## src/scsi_dma_pkg.sv

```systemverilog
package scsi_dma_pkg;

    // datapath widths
    localparam int WORD_W  = 32;
    localparam int BYTE_W  = 8;
    localparam int LANES   = WORD_W / BYTE_W;
    // byte counter width
    localparam int COUNT_W = 16;

    // transfer mode, written through reg_ctrl
    typedef enum logic [2:0] {
        mode_idle    = 3'd0,
        mode_dma_out = 3'd1,
        mode_dma_in  = 3'd2,
        mode_pio_out = 3'd3,
        mode_pio_in  = 3'd4
    } dma_mode_e;

    // cpu register map
    typedef enum logic [1:0] {
        reg_ctrl     = 2'd0,
        reg_count    = 2'd1,
        reg_data     = 2'd2,
        reg_pio_stat = 2'd3
    } reg_addr_e;

    // scsi handshake sequencer
    typedef enum logic [2:0] {
        st_idle,
        st_wait_req,
        st_ack,
        st_wait_release,
        st_flush
    } seq_state_e;

endpackage

```

## src/dma_ctrl_regs.sv

```systemverilog
`timescale 1ns/1ps

module dma_ctrl_regs (
    input  logic                             clk,
    input  logic                             rst_n,
    input  logic                             cpu_wr,
    input  logic                             cpu_rd,
    input  scsi_dma_pkg::reg_addr_e          cpu_addr,
    input  logic [scsi_dma_pkg::WORD_W-1:0]  cpu_wdata,
    output logic [scsi_dma_pkg::WORD_W-1:0]  cpu_rdata,
    output scsi_dma_pkg::dma_mode_e          mode,
    output logic [scsi_dma_pkg::COUNT_W-1:0] count,
    output logic                             start,
    output logic                             pio_go,
    output logic [scsi_dma_pkg::BYTE_W-1:0]  pio_tx_byte,
    output logic                             cpu_push,
    output logic [scsi_dma_pkg::WORD_W-1:0]  cpu_push_data,
    output logic                             cpu_pop,
    output logic                             rx_clear,
    input  logic                             done,
    input  logic [scsi_dma_pkg::WORD_W-1:0]  fifo_head,
    input  logic                             fifo_empty,
    input  logic                             fifo_full,
    input  logic [scsi_dma_pkg::BYTE_W-1:0]  pio_rx_byte,
    input  logic                             pio_rx_valid
);
    import scsi_dma_pkg::*;

    logic              wr_ctrl;
    logic              wr_count;
    logic              wr_data;
    logic              wr_pio;
    logic [WORD_W-1:0] status_word;

    // address decode of write strobes
    assign wr_ctrl  = cpu_wr && (cpu_addr == reg_ctrl);
    assign wr_count = cpu_wr && (cpu_addr == reg_count);
    assign wr_data  = cpu_wr && (cpu_addr == reg_data);
    assign wr_pio   = cpu_wr && (cpu_addr == reg_pio_stat);

    // data window onto the fifo, writes to a full fifo are dropped
    assign cpu_push      = wr_data && !fifo_full;
    assign cpu_push_data = cpu_wdata;
    // reads of an empty fifo return the stale head and do not pop
    assign cpu_pop       = cpu_rd && (cpu_addr == reg_data) && !fifo_empty;
    // status read consumes the pio receive flag
    assign rx_clear      = cpu_rd && (cpu_addr == reg_pio_stat);

    // done, empty, full, pio valid in the low nibble, pio byte in 15:8
    assign status_word = {{(WORD_W - 16){1'b0}}, pio_rx_byte, 4'b0000,
                          pio_rx_valid, fifo_full, fifo_empty, done};

    // mode and count, start and pio_go delayed one cycle so the
    // sequencer sees them together with the new mode
    always_ff @(posedge clk) begin
        if (!rst_n) begin
            mode   <= mode_idle;
            count  <= '0;
            start  <= 1'b0;
            pio_go <= 1'b0;
        end else begin
            start  <= wr_ctrl;
            pio_go <= wr_pio;
            if (wr_ctrl) begin
                mode <= dma_mode_e'(cpu_wdata[$bits(dma_mode_e)-1:0]);
            end
            if (wr_count) begin
                count <= cpu_wdata[COUNT_W-1:0];
            end
        end
    end

    // byte for the next pio out transfer
    always_ff @(posedge clk) begin
        if (wr_pio) begin
            pio_tx_byte <= cpu_wdata[BYTE_W-1:0];
        end
    end

    // registered read mux, data shows up the cycle after cpu_rd
    always_ff @(posedge clk) begin
        if (cpu_rd) begin
            case (cpu_addr)
                reg_ctrl:  cpu_rdata <= {{(WORD_W - $bits(dma_mode_e)){1'b0}}, mode};
                reg_count: cpu_rdata <= {{(WORD_W - COUNT_W){1'b0}}, count};
                reg_data:  cpu_rdata <= fifo_head;
                default:   cpu_rdata <= status_word;
            endcase
        end
    end

    // host strobes are exclusive
    a_no_wr_rd: assert property (@(posedge clk) disable iff (!rst_n)
        !(cpu_wr && cpu_rd))
        else $error("cpu_wr and cpu_rd asserted together");

endmodule

```

## src/dma_fifo.sv

```systemverilog
`timescale 1ns/1ps

module dma_fifo #(
    parameter int FIFO_DEPTH = 8
) (
    input  logic                            clk,
    input  logic                            rst_n,
    input  logic                            cpu_push,
    input  logic [scsi_dma_pkg::WORD_W-1:0] cpu_push_data,
    input  logic                            scsi_push,
    input  logic [scsi_dma_pkg::WORD_W-1:0] scsi_push_data,
    input  logic                            cpu_pop,
    input  logic                            scsi_pop,
    output logic [scsi_dma_pkg::WORD_W-1:0] head,
    output logic                            empty,
    output logic                            full
);
    import scsi_dma_pkg::*;

    // depth is a power of two, pointers wrap on their own
    localparam int PTR_W = $clog2(FIFO_DEPTH);

    logic [WORD_W-1:0] mem [FIFO_DEPTH];
    logic [PTR_W-1:0]  wr_ptr;
    logic [PTR_W-1:0]  rd_ptr;
    logic [PTR_W:0]    fill;
    logic              push;
    logic              pop;
    logic [WORD_W-1:0] push_data;

    // only one side pushes in a given mode
    assign push      = cpu_push || scsi_push;
    assign pop       = cpu_pop || scsi_pop;
    assign push_data = scsi_push ? scsi_push_data : cpu_push_data;

    // storage
    always_ff @(posedge clk) begin
        if (push) begin
            mem[wr_ptr] <= push_data;
        end
    end

    // pointers and occupancy
    always_ff @(posedge clk) begin
        if (!rst_n) begin
            wr_ptr <= '0;
            rd_ptr <= '0;
            fill   <= '0;
        end else begin
            if (push) begin
                wr_ptr <= wr_ptr + 1'b1;
            end
            if (pop) begin
                rd_ptr <= rd_ptr + 1'b1;
            end
            case ({push, pop})
                2'b10:   fill <= fill + 1'b1;
                2'b01:   fill <= fill - 1'b1;
                default: fill <= fill;
            endcase
        end
    end

    // first word falls through to the head
    assign head  = mem[rd_ptr];
    assign empty = (fill == '0);
    assign full  = (fill == (PTR_W + 1)'(FIFO_DEPTH));

    a_one_pusher: assert property (@(posedge clk) disable iff (!rst_n)
        !(cpu_push && scsi_push))
        else $error("cpu and scsi side push in the same cycle");
    a_no_overflow: assert property (@(posedge clk) disable iff (!rst_n)
        push |-> !full)
        else $error("push into full fifo");
    a_no_underflow: assert property (@(posedge clk) disable iff (!rst_n)
        pop |-> !empty)
        else $error("pop from empty fifo");

endmodule

```

## src/scsi_datapath.sv

```systemverilog
`timescale 1ns/1ps

module scsi_datapath (
    input  logic                            clk,
    input  logic                            rst_n,
    input  logic [1:0]                      lane_sel,
    input  logic                            tx_from_pio,
    input  logic [scsi_dma_pkg::WORD_W-1:0] fifo_head,
    input  logic [scsi_dma_pkg::BYTE_W-1:0] pio_tx_byte,
    input  logic [scsi_dma_pkg::BYTE_W-1:0] scsi_din,
    input  logic                            rx_take,
    input  logic                            pack_clear,
    input  logic                            rx_clear,
    input  scsi_dma_pkg::dma_mode_e         mode,
    output logic [scsi_dma_pkg::BYTE_W-1:0] scsi_dout,
    output logic [scsi_dma_pkg::WORD_W-1:0] packed_word,
    output logic [scsi_dma_pkg::BYTE_W-1:0] pio_rx_byte,
    output logic                            pio_rx_valid
);
    import scsi_dma_pkg::*;

    logic [LANES-1:0]  lane_dec;
    logic [BYTE_W-1:0] lane_byte;
    logic [WORD_W-1:0] pack_q;
    logic              take_pio;
    logic              take_dma;

    // one-hot lane select, lane 3 is bits 31:24 and goes out first
    always_comb begin
        lane_dec           = '0;
        lane_dec[lane_sel] = 1'b1;
    end

    // and-or byte mux over the head word
    always_comb begin
        lane_byte = '0;
        for (int i = 0; i < LANES; i++) begin
            lane_byte = lane_byte | (fifo_head[i*BYTE_W +: BYTE_W] & {BYTE_W{lane_dec[i]}});
        end
    end

    // pio byte overrides the fifo lane
    assign scsi_dout = tx_from_pio ? pio_tx_byte : lane_byte;

    // received byte goes either to the cpu latch or into the pack word
    assign take_pio = rx_take && (mode == mode_pio_in);
    assign take_dma = rx_take && (mode == mode_dma_in);

    // valid flag, a new byte wins over a clearing status read
    always_ff @(posedge clk) begin
        if (!rst_n) begin
            pio_rx_valid <= 1'b0;
        end else if (take_pio) begin
            pio_rx_valid <= 1'b1;
        end else if (rx_clear) begin
            pio_rx_valid <= 1'b0;
        end
    end

    always_ff @(posedge clk) begin
        if (take_pio) begin
            pio_rx_byte <= scsi_din;
        end
    end

    // pack register, cleared lanes stay zero for a partial flush
    always_ff @(posedge clk) begin
        if (pack_clear) begin
            pack_q <= '0;
        end
        if (take_dma) begin
            pack_q[lane_sel*BYTE_W +: BYTE_W] <= scsi_din;
        end
    end

    assign packed_word = pack_q;

endmodule

```

## src/scsi_dma_seq.sv

```systemverilog
`timescale 1ns/1ps

module scsi_dma_seq (
    input  logic                             clk,
    input  logic                             rst_n,
    input  scsi_dma_pkg::dma_mode_e          mode,
    input  logic [scsi_dma_pkg::COUNT_W-1:0] count,
    input  logic                             start,
    input  logic                             pio_go,
    input  logic                             scsi_req,
    input  logic                             fifo_empty,
    input  logic                             fifo_full,
    output logic                             scsi_ack,
    output logic                             scsi_dout_en,
    output logic [1:0]                       lane_sel,
    output logic                             tx_from_pio,
    output logic                             rx_take,
    output logic                             pack_clear,
    output logic                             scsi_push,
    output logic                             scsi_pop,
    output logic                             done
);
    import scsi_dma_pkg::*;

    seq_state_e         state;
    logic [COUNT_W-1:0] bytes_left;
    logic [1:0]         lane;
    logic               req_q;
    logic               push_q;
    logic               done_q;
    logic               is_out;
    logic               is_in;
    logic               can_serve;
    logic               last_byte;
    logic               need_flush;

    assign is_out = (mode == mode_dma_out) || (mode == mode_pio_out);
    assign is_in  = (mode == mode_dma_in) || (mode == mode_pio_in);

    // out waits for a head word and in waits for room in the fifo
    always_comb begin
        case (mode)
            mode_dma_out: can_serve = !fifo_empty;
            mode_dma_in:  can_serve = !fifo_full;
            mode_pio_out: can_serve = 1'b1;
            mode_pio_in:  can_serve = 1'b1;
            default:      can_serve = 1'b0;
        endcase
    end

    assign last_byte  = (bytes_left == COUNT_W'(1));
    // count ran out before lane 0 was filled
    assign need_flush = (mode == mode_dma_in) && (lane != 2'd0);

    // ack is one state wide and the data and sample strobes ride on it
    assign scsi_ack     = (state == st_ack);
    assign scsi_dout_en = scsi_ack && is_out;
    assign rx_take      = scsi_ack && is_in;
    assign tx_from_pio  = (mode == mode_pio_out);
    assign lane_sel     = lane;
    // head word leaves after its last lane or the last byte
    assign scsi_pop     = scsi_ack && (mode == mode_dma_out) && ((lane == 2'd0) || last_byte);
    assign scsi_push    = push_q || (state == st_flush);
    // zero the pack word when it is pushed and when a transfer starts
    assign pack_clear   = scsi_push || start;
    assign done         = done_q;

    always_ff @(posedge clk) begin
        if (!rst_n) begin
            state      <= st_idle;
            bytes_left <= '0;
            lane       <= 2'd3;
            req_q      <= 1'b0;
            push_q     <= 1'b0;
            done_q     <= 1'b0;
        end else begin
            req_q  <= scsi_req;
            push_q <= 1'b0;
            // a new transfer clears done and a later set below wins
            if (start || pio_go) begin
                done_q <= 1'b0;
            end
            case (state)
                st_idle: begin
                    lane <= 2'd3;
                    if (start && ((mode == mode_dma_out) || (mode == mode_dma_in))) begin
                        if (count == '0) begin
                            done_q <= 1'b1;
                        end else begin
                            bytes_left <= count;
                            state      <= st_wait_req;
                        end
                    end else if ((start && (mode == mode_pio_in)) ||
                                 (pio_go && (mode == mode_pio_out))) begin
                        // pio moves a single byte
                        bytes_left <= COUNT_W'(1);
                        state      <= st_wait_req;
                    end
                end
                st_wait_req: begin
                    // request is registered so ack comes two cycles after req
                    if (req_q && can_serve) begin
                        state <= st_ack;
                    end
                end
                st_ack: begin
                    bytes_left <= bytes_left - 1'b1;
                    lane       <= lane - 1'b1;
                    // full word packed and pushed next cycle
                    if ((mode == mode_dma_in) && (lane == 2'd0)) begin
                        push_q <= 1'b1;
                    end
                    if (last_byte && need_flush) begin
                        state <= st_flush;
                    end else begin
                        if (last_byte) begin
                            done_q <= 1'b1;
                        end
                        state <= st_wait_release;
                    end
                end
                st_flush: begin
                    done_q <= 1'b1;
                    state  <= st_wait_release;
                end
                st_wait_release: begin
                    // target must drop req before the next byte
                    if (!req_q) begin
                        state <= (bytes_left == '0) ? st_idle : st_wait_req;
                    end
                end
                default: state <= st_idle;
            endcase
        end
    end

    a_ack_pulse: assert property (@(posedge clk) disable iff (!rst_n)
        scsi_ack |=> !scsi_ack)
        else $error("scsi_ack held longer than one cycle");

endmodule

```

## src/scsi_dma_top.sv

```systemverilog
`timescale 1ns/1ps

module scsi_dma_top #(
    parameter int FIFO_DEPTH = 8
) (
    input  logic                            clk,
    input  logic                            rst_n,
    input  logic                            cpu_wr,
    input  logic                            cpu_rd,
    input  scsi_dma_pkg::reg_addr_e         cpu_addr,
    input  logic [scsi_dma_pkg::WORD_W-1:0] cpu_wdata,
    output logic [scsi_dma_pkg::WORD_W-1:0] cpu_rdata,
    input  logic                            scsi_req,
    input  logic [scsi_dma_pkg::BYTE_W-1:0] scsi_din,
    output logic [scsi_dma_pkg::BYTE_W-1:0] scsi_dout,
    output logic                            scsi_dout_en,
    output logic                            scsi_ack,
    output logic                            irq
);
    import scsi_dma_pkg::*;

    // register block controls
    dma_mode_e          mode;
    logic [COUNT_W-1:0] count;
    logic               start;
    logic               pio_go;
    logic               done;
    logic               rx_clear;
    // fifo traffic
    logic               cpu_push;
    logic               cpu_pop;
    logic               scsi_push;
    logic               scsi_pop;
    logic [WORD_W-1:0]  cpu_push_data;
    logic [WORD_W-1:0]  fifo_head;
    logic [WORD_W-1:0]  packed_word;
    logic               fifo_empty;
    logic               fifo_full;
    // pio bytes
    logic [BYTE_W-1:0]  pio_tx_byte;
    logic [BYTE_W-1:0]  pio_rx_byte;
    logic               pio_rx_valid;
    // datapath steering
    logic [1:0]         lane_sel;
    logic               tx_from_pio;
    logic               rx_take;
    logic               pack_clear;

    // interrupt is the done level
    assign irq = done;

    dma_ctrl_regs u_regs (.*);

    dma_fifo #(
        .FIFO_DEPTH (FIFO_DEPTH)
    ) u_fifo (
        .clk            (clk),
        .rst_n          (rst_n),
        .cpu_push       (cpu_push),
        .cpu_push_data  (cpu_push_data),
        .scsi_push      (scsi_push),
        .scsi_push_data (packed_word),
        .cpu_pop        (cpu_pop),
        .scsi_pop       (scsi_pop),
        .head           (fifo_head),
        .empty          (fifo_empty),
        .full           (fifo_full)
    );

    scsi_datapath u_datapath (.*);

    scsi_dma_seq u_seq (.*);

endmodule

```

## config.mk

```make
export PLATFORM = sky130hd
export DESIGN_NAME = scsi_dma_top
export DESIGN_NICKNAME = d
export VERILOG_FILES = /design/src/scsi_dma_pkg.sv /design/src/dma_ctrl_regs.sv /design/src/dma_fifo.sv /design/src/scsi_datapath.sv /design/src/scsi_dma_seq.sv /design/src/scsi_dma_top.sv
export SDC_FILE = /design/constraint.sdc
export NUM_CORES = 1
export LEC_CHECK = 0
export BUFFER_PORTS_ARGS = -buffer_cell sky130_fd_sc_hd__buf_2
export CAP_MARGIN = 10
export CORE_MARGIN = 3
export CORE_UTILIZATION = 40
export DETAILED_ROUTE_END_ITERATION = 6
export GPL_TIMING_DRIVEN = 0
export PLACE_DENSITY = 0.54
export SETUP_SLACK_MARGIN = 0.4
export SLEW_MARGIN = 20
export SYNTH_ARGS = -nofsm -noshare
export SYNTH_HDL_FRONTEND = slang
export SYNTH_HIERARCHICAL = 1
export SYNTH_SLANG_ARGS = --single-unit
```

## constraint.sdc

```tcl
create_clock -name clk -period 5.9 [get_ports clk]
set_input_delay 0.59 -clock clk [delete_from_list [all_inputs] [get_ports clk]]
set_output_delay 0.59 -clock clk [all_outputs]
set_load 0.02 [all_outputs]
```

* Word-level counts from Yosys, hierarchy flattened
Memory sizes are Yosys's and may differ from the RTL's. A register that Yosys moved wholly into a read port is not among the register bits.
Index checks and enable logic that the tools add are counted.
** Word-level totals
- Memories kept :: 1
- Bits in writable memories :: 256
- Logic and storage cells :: 140
- Bits of input ports :: 47
- Output and inout port bits :: 43
- Bits in registers :: 136
** Cells by class
- Add/subtract/negate cells :: 7
- $lt $le $gt $ge :: 2
- Multiplexer cells :: 36
- Shifts and indexed selects :: 2
- Reductions and logical operators :: 48
- Equal/unequal tests :: 19
- Bitwise operators :: 7
** Memories
- u_fifo.mem :: words 8, width 32, read ports 1, clocked after Yosys merged registers in 1, write ports 1, RTL line dma_fifo.sv:23 : logic [WORD_W-1:0] mem [FIFO_DEPTH];
** Operators by type and width (number)
- 32-bit 2-to-1 mux :: 3
- 32-bit case mux with 3 select lines :: 1
- 16-bit 2-to-1 mux :: 3
- 5-bit negator with 34-bit output :: 1
- 8-bit by 34-bit variable shift with 32-bit output, first input constant :: 1
- 8-bit by 34-bit indexed part select with 32-bit output :: 1
- 8-bit bitwise AND :: 4
- 32-bit bitwise mux :: 1
- 16-bit zero test :: 2
- 16-bit case mux with 2 select lines :: 1
- 3-bit 2-to-1 mux :: 8
- 8-bit bitwise OR :: 3
- 1-bit logical AND :: 22
- 16-bit by 1-bit == test with 1-bit output, second input constant :: 1
- 16-bit by 1-bit subtractor with 16-bit output, second input constant :: 1
- 3-bit case mux with 5 select lines :: 1
- 3-bit by 2-bit == test with 1-bit output, second input constant :: 4
- 1-bit 2-to-1 mux :: 12
- 1-bit logical OR :: 10
- 8-bit 2-to-1 mux :: 1
- 4-bit case mux with 2 select lines :: 1
- 2-bit nonzero test :: 4
- 3-bit by 1-bit adder with 3-bit output, second input constant :: 2
- 2-bit == test, second input constant :: 3
- 24 further kinds :: 30

* Longest topological paths before layout
- Word-level depth :: 9
- Depth in mapped cells :: 15
- Depth with buffers taken out :: 13

* Hierarchy
Netlist, hierarchy kept.
** Modules (own cells, without submodules)
- dma_fifo :: cells an instance 489, area each 10825.4 um2, times used 1, sequential area each 7947.6 um2
- dma_ctrl_regs :: cells an instance 213, area each 2775.2 um2, times used 1, sequential area each 1621.6 um2
- scsi_datapath :: cells an instance 210, area each 2013.2 um2, times used 1, sequential area each 900.9 um2
- scsi_dma_seq :: cells an instance 232, area each 1729.2 um2, times used 1, sequential area each 480.5 um2

* Worst setup path after synthesis
No wires, ideal clock.
- Path type :: input -> register
- Start point :: in cpu_addr[1]
- End point :: mem u_fifo.mem[0][0], enable pin
- Cell stages on the path :: 8
- Buffers on the path :: 3
- Setup time :: 501 ps
- Arrival :: 4608 ps
- Setup slack :: 790 ps
- Required time :: 5399 ps
- Path through :: buf_6 nor2b_4 buf_2 and3b_1 or2_1 buf_2 clkinv_2 nor4_1
** On the way
- Word-level cells in the longest chain between the ends :: 6
** Ends and longest elaborated chain
- from (decl) :: RTL line scsi_dma_top.sv:10 : input scsi_dma_pkg::reg_addr_e cpu_addr,
- 2-bit == test :: RTL line dma_ctrl_regs.sv:38 : assign wr_data = cpu_wr && (cpu_addr == reg_data);
- 1-bit logical AND :: RTL line dma_ctrl_regs.sv:38
- 1-bit logical AND :: RTL line dma_ctrl_regs.sv:42 : assign cpu_push = wr_data && !fifo_full;
- via cpu_push :: RTL line scsi_dma_top.sv:30 : logic cpu_push;
- 1-bit logical OR :: RTL line dma_fifo.sv:32 : assign push = cpu_push || scsi_push;
- 1-bit 2-to-1 mux :: RTL line dma_fifo.sv:38 : if (push) begin
- 1-bit 2-to-1 mux (not written as such) :: RTL line dma_fifo.sv:39 : mem[wr_ptr] <= push_data;
- to (decl) :: RTL line dma_fifo.sv:23
The timed path passes the listed nets, and every way through them passes these cells.

* Final worst setup path
- Start point :: reg u_seq.state[1]
- End point :: mem u_fifo.mem[0][3], enable pin
** On the way
- Word-level cells in the longest chain between the ends :: 5
** Ends and longest elaborated chain
- from (decl) :: RTL line scsi_dma_seq.sv:25 : seq_state_e state;
- from (signal assigned) :: RTL line scsi_dma_seq.sv:70 : state <= st_idle;
- from (signal assigned) :: RTL line scsi_dma_seq.sv:91 : state <= st_wait_req;
- from (signal assigned) :: RTL line scsi_dma_seq.sv:97 : state <= st_wait_req;
- 3-bit == test :: RTL line scsi_dma_seq.sv:63 : assign scsi_push = push_q || (state == st_flush);
- 1-bit logical OR :: RTL line scsi_dma_seq.sv:63
- via scsi_push :: RTL line scsi_dma_top.sv:32 : logic scsi_push;
- 1-bit logical OR :: RTL line dma_fifo.sv:32
- 1-bit 2-to-1 mux :: RTL line dma_fifo.sv:38
- 1-bit 2-to-1 mux (not written as such) :: RTL line dma_fifo.sv:39
The timed path passes the listed nets, and every way through them passes these cells.

==> metrics.md <==
| Metric | Value |
|---|---|
| Share of cells above drive strength 1 | `29.4%` |
| Vias | `10500` |
| Post-CTS sizing | `0` |
| Critical path class | `reg2reg` |
| Area Overhead vs Synth | `17.4%` |
| Placer Congestion | `0.875` |
| Yosys cell types | `75` |
| 1st-iter DRT viols | `1001` |
| MaxCap Viol Count | `0` |
| Pwr Total | `around 6.2 mW` |
| Detailed Route WL | `roughly 47000 um` |
| Root buf cell | `clkbuf_16` |
| CTS tree | `done` |
| Ys async rst share | `0%` |
| Crit path largest cell delay | `roughly 0.62 ns` |
| Final nets | `roughly 1400` |
| Worst hold path class | `in2reg` |
| Cell mode on critical path | `buf_2` |
| DR WL/cell | `24.6 um` |
| Worst path required time | `~6 ns` |
| Initial antenna violation count | `0` |
| Worst Path Max Fanout | `10` |
| Metal3 WL | `approximately 2800 um` |
| DRC | `0` |
| Quantity of I/O buffers inserted on ports | `73` |
| Synth warnings | `6` |
| Sequential share of the synthesized area | `a little over three fifths` |
| Postcts setup bufs | `0` |
| Crit end category | `flip-flop` |
| Worst setup SP type | `flip-flop` |
| Worst vdd ir | `0.213 mV` |
| Number of global-route vias before repair | `approximately 10000` |
| First-pass GRT wire length | `~70000 um` |
| Maximum clock rate | `229 MHz` |
| Syn_nets | `between 1000 and 1500` |
| Critical path arrival | `~4.6 ns` |
| CTS max path bufs | `3` |
| Area of the core | `about 42000 um^2` |
| Post-Syn Area | `approximately 17000 um^2` |
| Cells after Synth | `between 1000 and 1500` |
| Max_slew headroom | `between 30% and 40%` |
| Remaining antenna violation count | `0` |
| Syn Area/Cell | `around 15 um^2` |
| Min Tclk post-route | `4.37 ns` |
| Later-pin clock latency in the skew report | `approximately 0.57 ns` |
| Largest net degree at the start of global routing | `35` |
| CTS Sinks | `between 300 and 400` |
| Die footprint | `approximately 46000 um^2` |
| P_leak | `~7 nW` |
| Drt via density | `5.50` |
| Status | `finished clean` |
| H-Tree Depth | `2` |
| RSZ-0062 raised after global routing | `false` |
| Most common cell after layout, fill and taps aside | `edfxtp_1` |
| Crit-path slowest cell | `nor4_2` |
| Clk_skew | `between 0.015 and 0.02 ns` |
| M1 WL | `roughly 21000 um` |
| Slew Viols, Final | `0` |
| Routed wl met2 | `~22000 um` |
| Number of synthesized register bits | `around 400` |
| IO Pins | `90` |
| Final hold violations | `0` |
| Actual slew at the worst max-slew pin | `0.924 ns` |
| Post-DP HPWL | `around 33000 um` |
| Drt pass-1 iters | `6` |
| Main synth FF type | `edfxtp_1` |
| Row count | `75` |
| CP cell instances | `buf_2 > clkbuf_1 > nor2_1 > a21o_1 > clkbuf_1 > or2_1 > buf_2 > clkinv_2 > nor4_2 > buf_2 > buf_4 > buf_2 > buf_4 > buf_2 > buf_2` |
| Initial Util | `between 40% and 50%` |
| DR top layer | `met4` |
| DIE HEIGHT | `roughly 210 um` |
| Final setup vio count | `0` |
| Tcrit/Tclk final | `approximately three quarters` |
| Hold_buf cts | `0` |
| Pwr Density | `305 nW/um^2` |
| Grt ovf | `0` |
| Dpl cells | `approximately 1800` |
| Most frequent cells in the layout | `304 x edfxtp_1, 113 x buf_2, 91 x dfxtp_1` |
| Post-route insts no fill | `around 1900` |
| # diodes | `0` |
| Die W | `around 210 um` |
| Clock transition at path regs | `about 0.060 ns` |
| All-layer global routing usage | `approximately a fifth` |
| Post-synth EDFFs | `slightly above 300` |
| Total CTS buffers | `44` |
[stage by stage]
stage / setup WS, ns / utilization [%] / hold slack [ns] / cell area [um^2] / TNS [ns]
after floorplan: 0.790 / - / 0.439 / 17300 / 0
after global placement: -3.55 / 43.5 / 0.462 / 18400 / -325.86
after detailed placement: 1.49 / 44.4 / 0.465 / 18800 / 0
after CTS: 1.52 / 48.0 / 0.218 / 20400 / 0
after global routing: 1.26 / 48.0 / 0.241 / 20400 / 0
final: 1.53 / 48.0 / 0.244 / 20400 / 0
[routing by layer]
metal / vias to the layer above / global-route usage (%)
met2: 359 / 31.4
met3: 68 / 3.37
li1: 4742 / -
met1: 5327 / 28.9
met5: - / 0
met4: 0 / 5.77
[critical path, delay by kind of cell, from the launching register on]
family	cells	cell delay (ns)
buffers and inverters	11	2.61
AO/OA/AOI/OAI	1	0.17
AND/OR/NAND/NOR	3	0.99
flip-flops	1	0.29
[logic make-up (layout without fill, tap and decap cells)]
kind of cell / count (synthesis) / count (layout) / share of synthesized area [%]
xor+xnor: 11 / 11 / 0.556
mux: 171 / 171 / 16.2
flops: 395 / 395 / 63.1
compound gates: 147 / 147 / 5.57
fa+ha+maj: 13 / 13 / 0.938
simple gates: 281 / 281 / 9.20
buf+inv: 126 / 313 / 4.38
[state kept, by name, indices dropped and copies added (netlist names), 2 cells and up, named ones only]
signal	cells
u_regs/mode	3
u_datapath/pio_rx_byte	8
u_seq/state	3
u_fifo/mem	256
u_fifo/wr_ptr	3
u_seq/bytes_left	16
u_regs/count	16
u_seq/lane_sel	2
u_fifo/rd_ptr	3
u_datapath/packed_word	32
u_fifo/fill	4
u_regs/cpu_rdata	32
u_regs/pio_tx_byte	8
[cells in the mapped netlist (all sizes together), types with 4 or more instances]
cell type / instances / area share [%]
edfxtp: 304 / 53
dfxtp: 91 / 11
buf: 87 / 3.5
mux2: 81 / 5.3
nand2: 72 / 1.6
mux4: 67 / 9.6
o21ai: 47 / 1.4
nand2b: 38 / 1.4
nand4: 36 / 1.3
nor2: 36 / 0.78
a21oi: 29 / 0.84
and2: 23 / 0.83
mux2i: 23 / 1.3
clkbuf: 22 / 0.48
a22oi: 19 / 0.82
inv: 16 / 0.35
a22o: 15 / 0.76
nor3: 14 / 0.40
ha: 13 / 0.94
nor4: 13 / 0.56
nand3: 6 / 0.17
xor2: 6 / 0.30
and3b: 5 / 0.25
nor2b: 5 / 0.22
nor3b: 5 / 0.34
or3: 5 / 0.18
xnor2: 5 / 0.25
nor4b: 4 / 0.29
[report_power, final]
part / switching [mW] / internal, mW
Combinational: 0.180 / 0.113
Clock: 1.12 / 1.73
Sequential: 0.0264 / 3.04
[layout make-up]
type	instances	area, um^2
buffer	109	694
clock buffer	65	1360
clock inverter	17	199
fill	3772	22000
inverter	17	65.1
multi-input combinational	623	5700
sequential	395	11000
tap	577	722
timing repair buffer	105	684
[final timing paths]
path,startpoint,endpoint,slack (ns),depth (start not counted)
worst max-delay path,u_seq/state[1],u_fifo/mem[0][3],1.53,15
worst min-delay path,scsi_req,u_seq/req_q,0.24,2
worst max register to register,u_seq/state[1],u_fifo/mem[0][3],1.53,15
worst min register to register,u_datapath/packed_word[14],u_datapath/packed_word[14],0.47,2
Power figures use the tool's default switching activity.
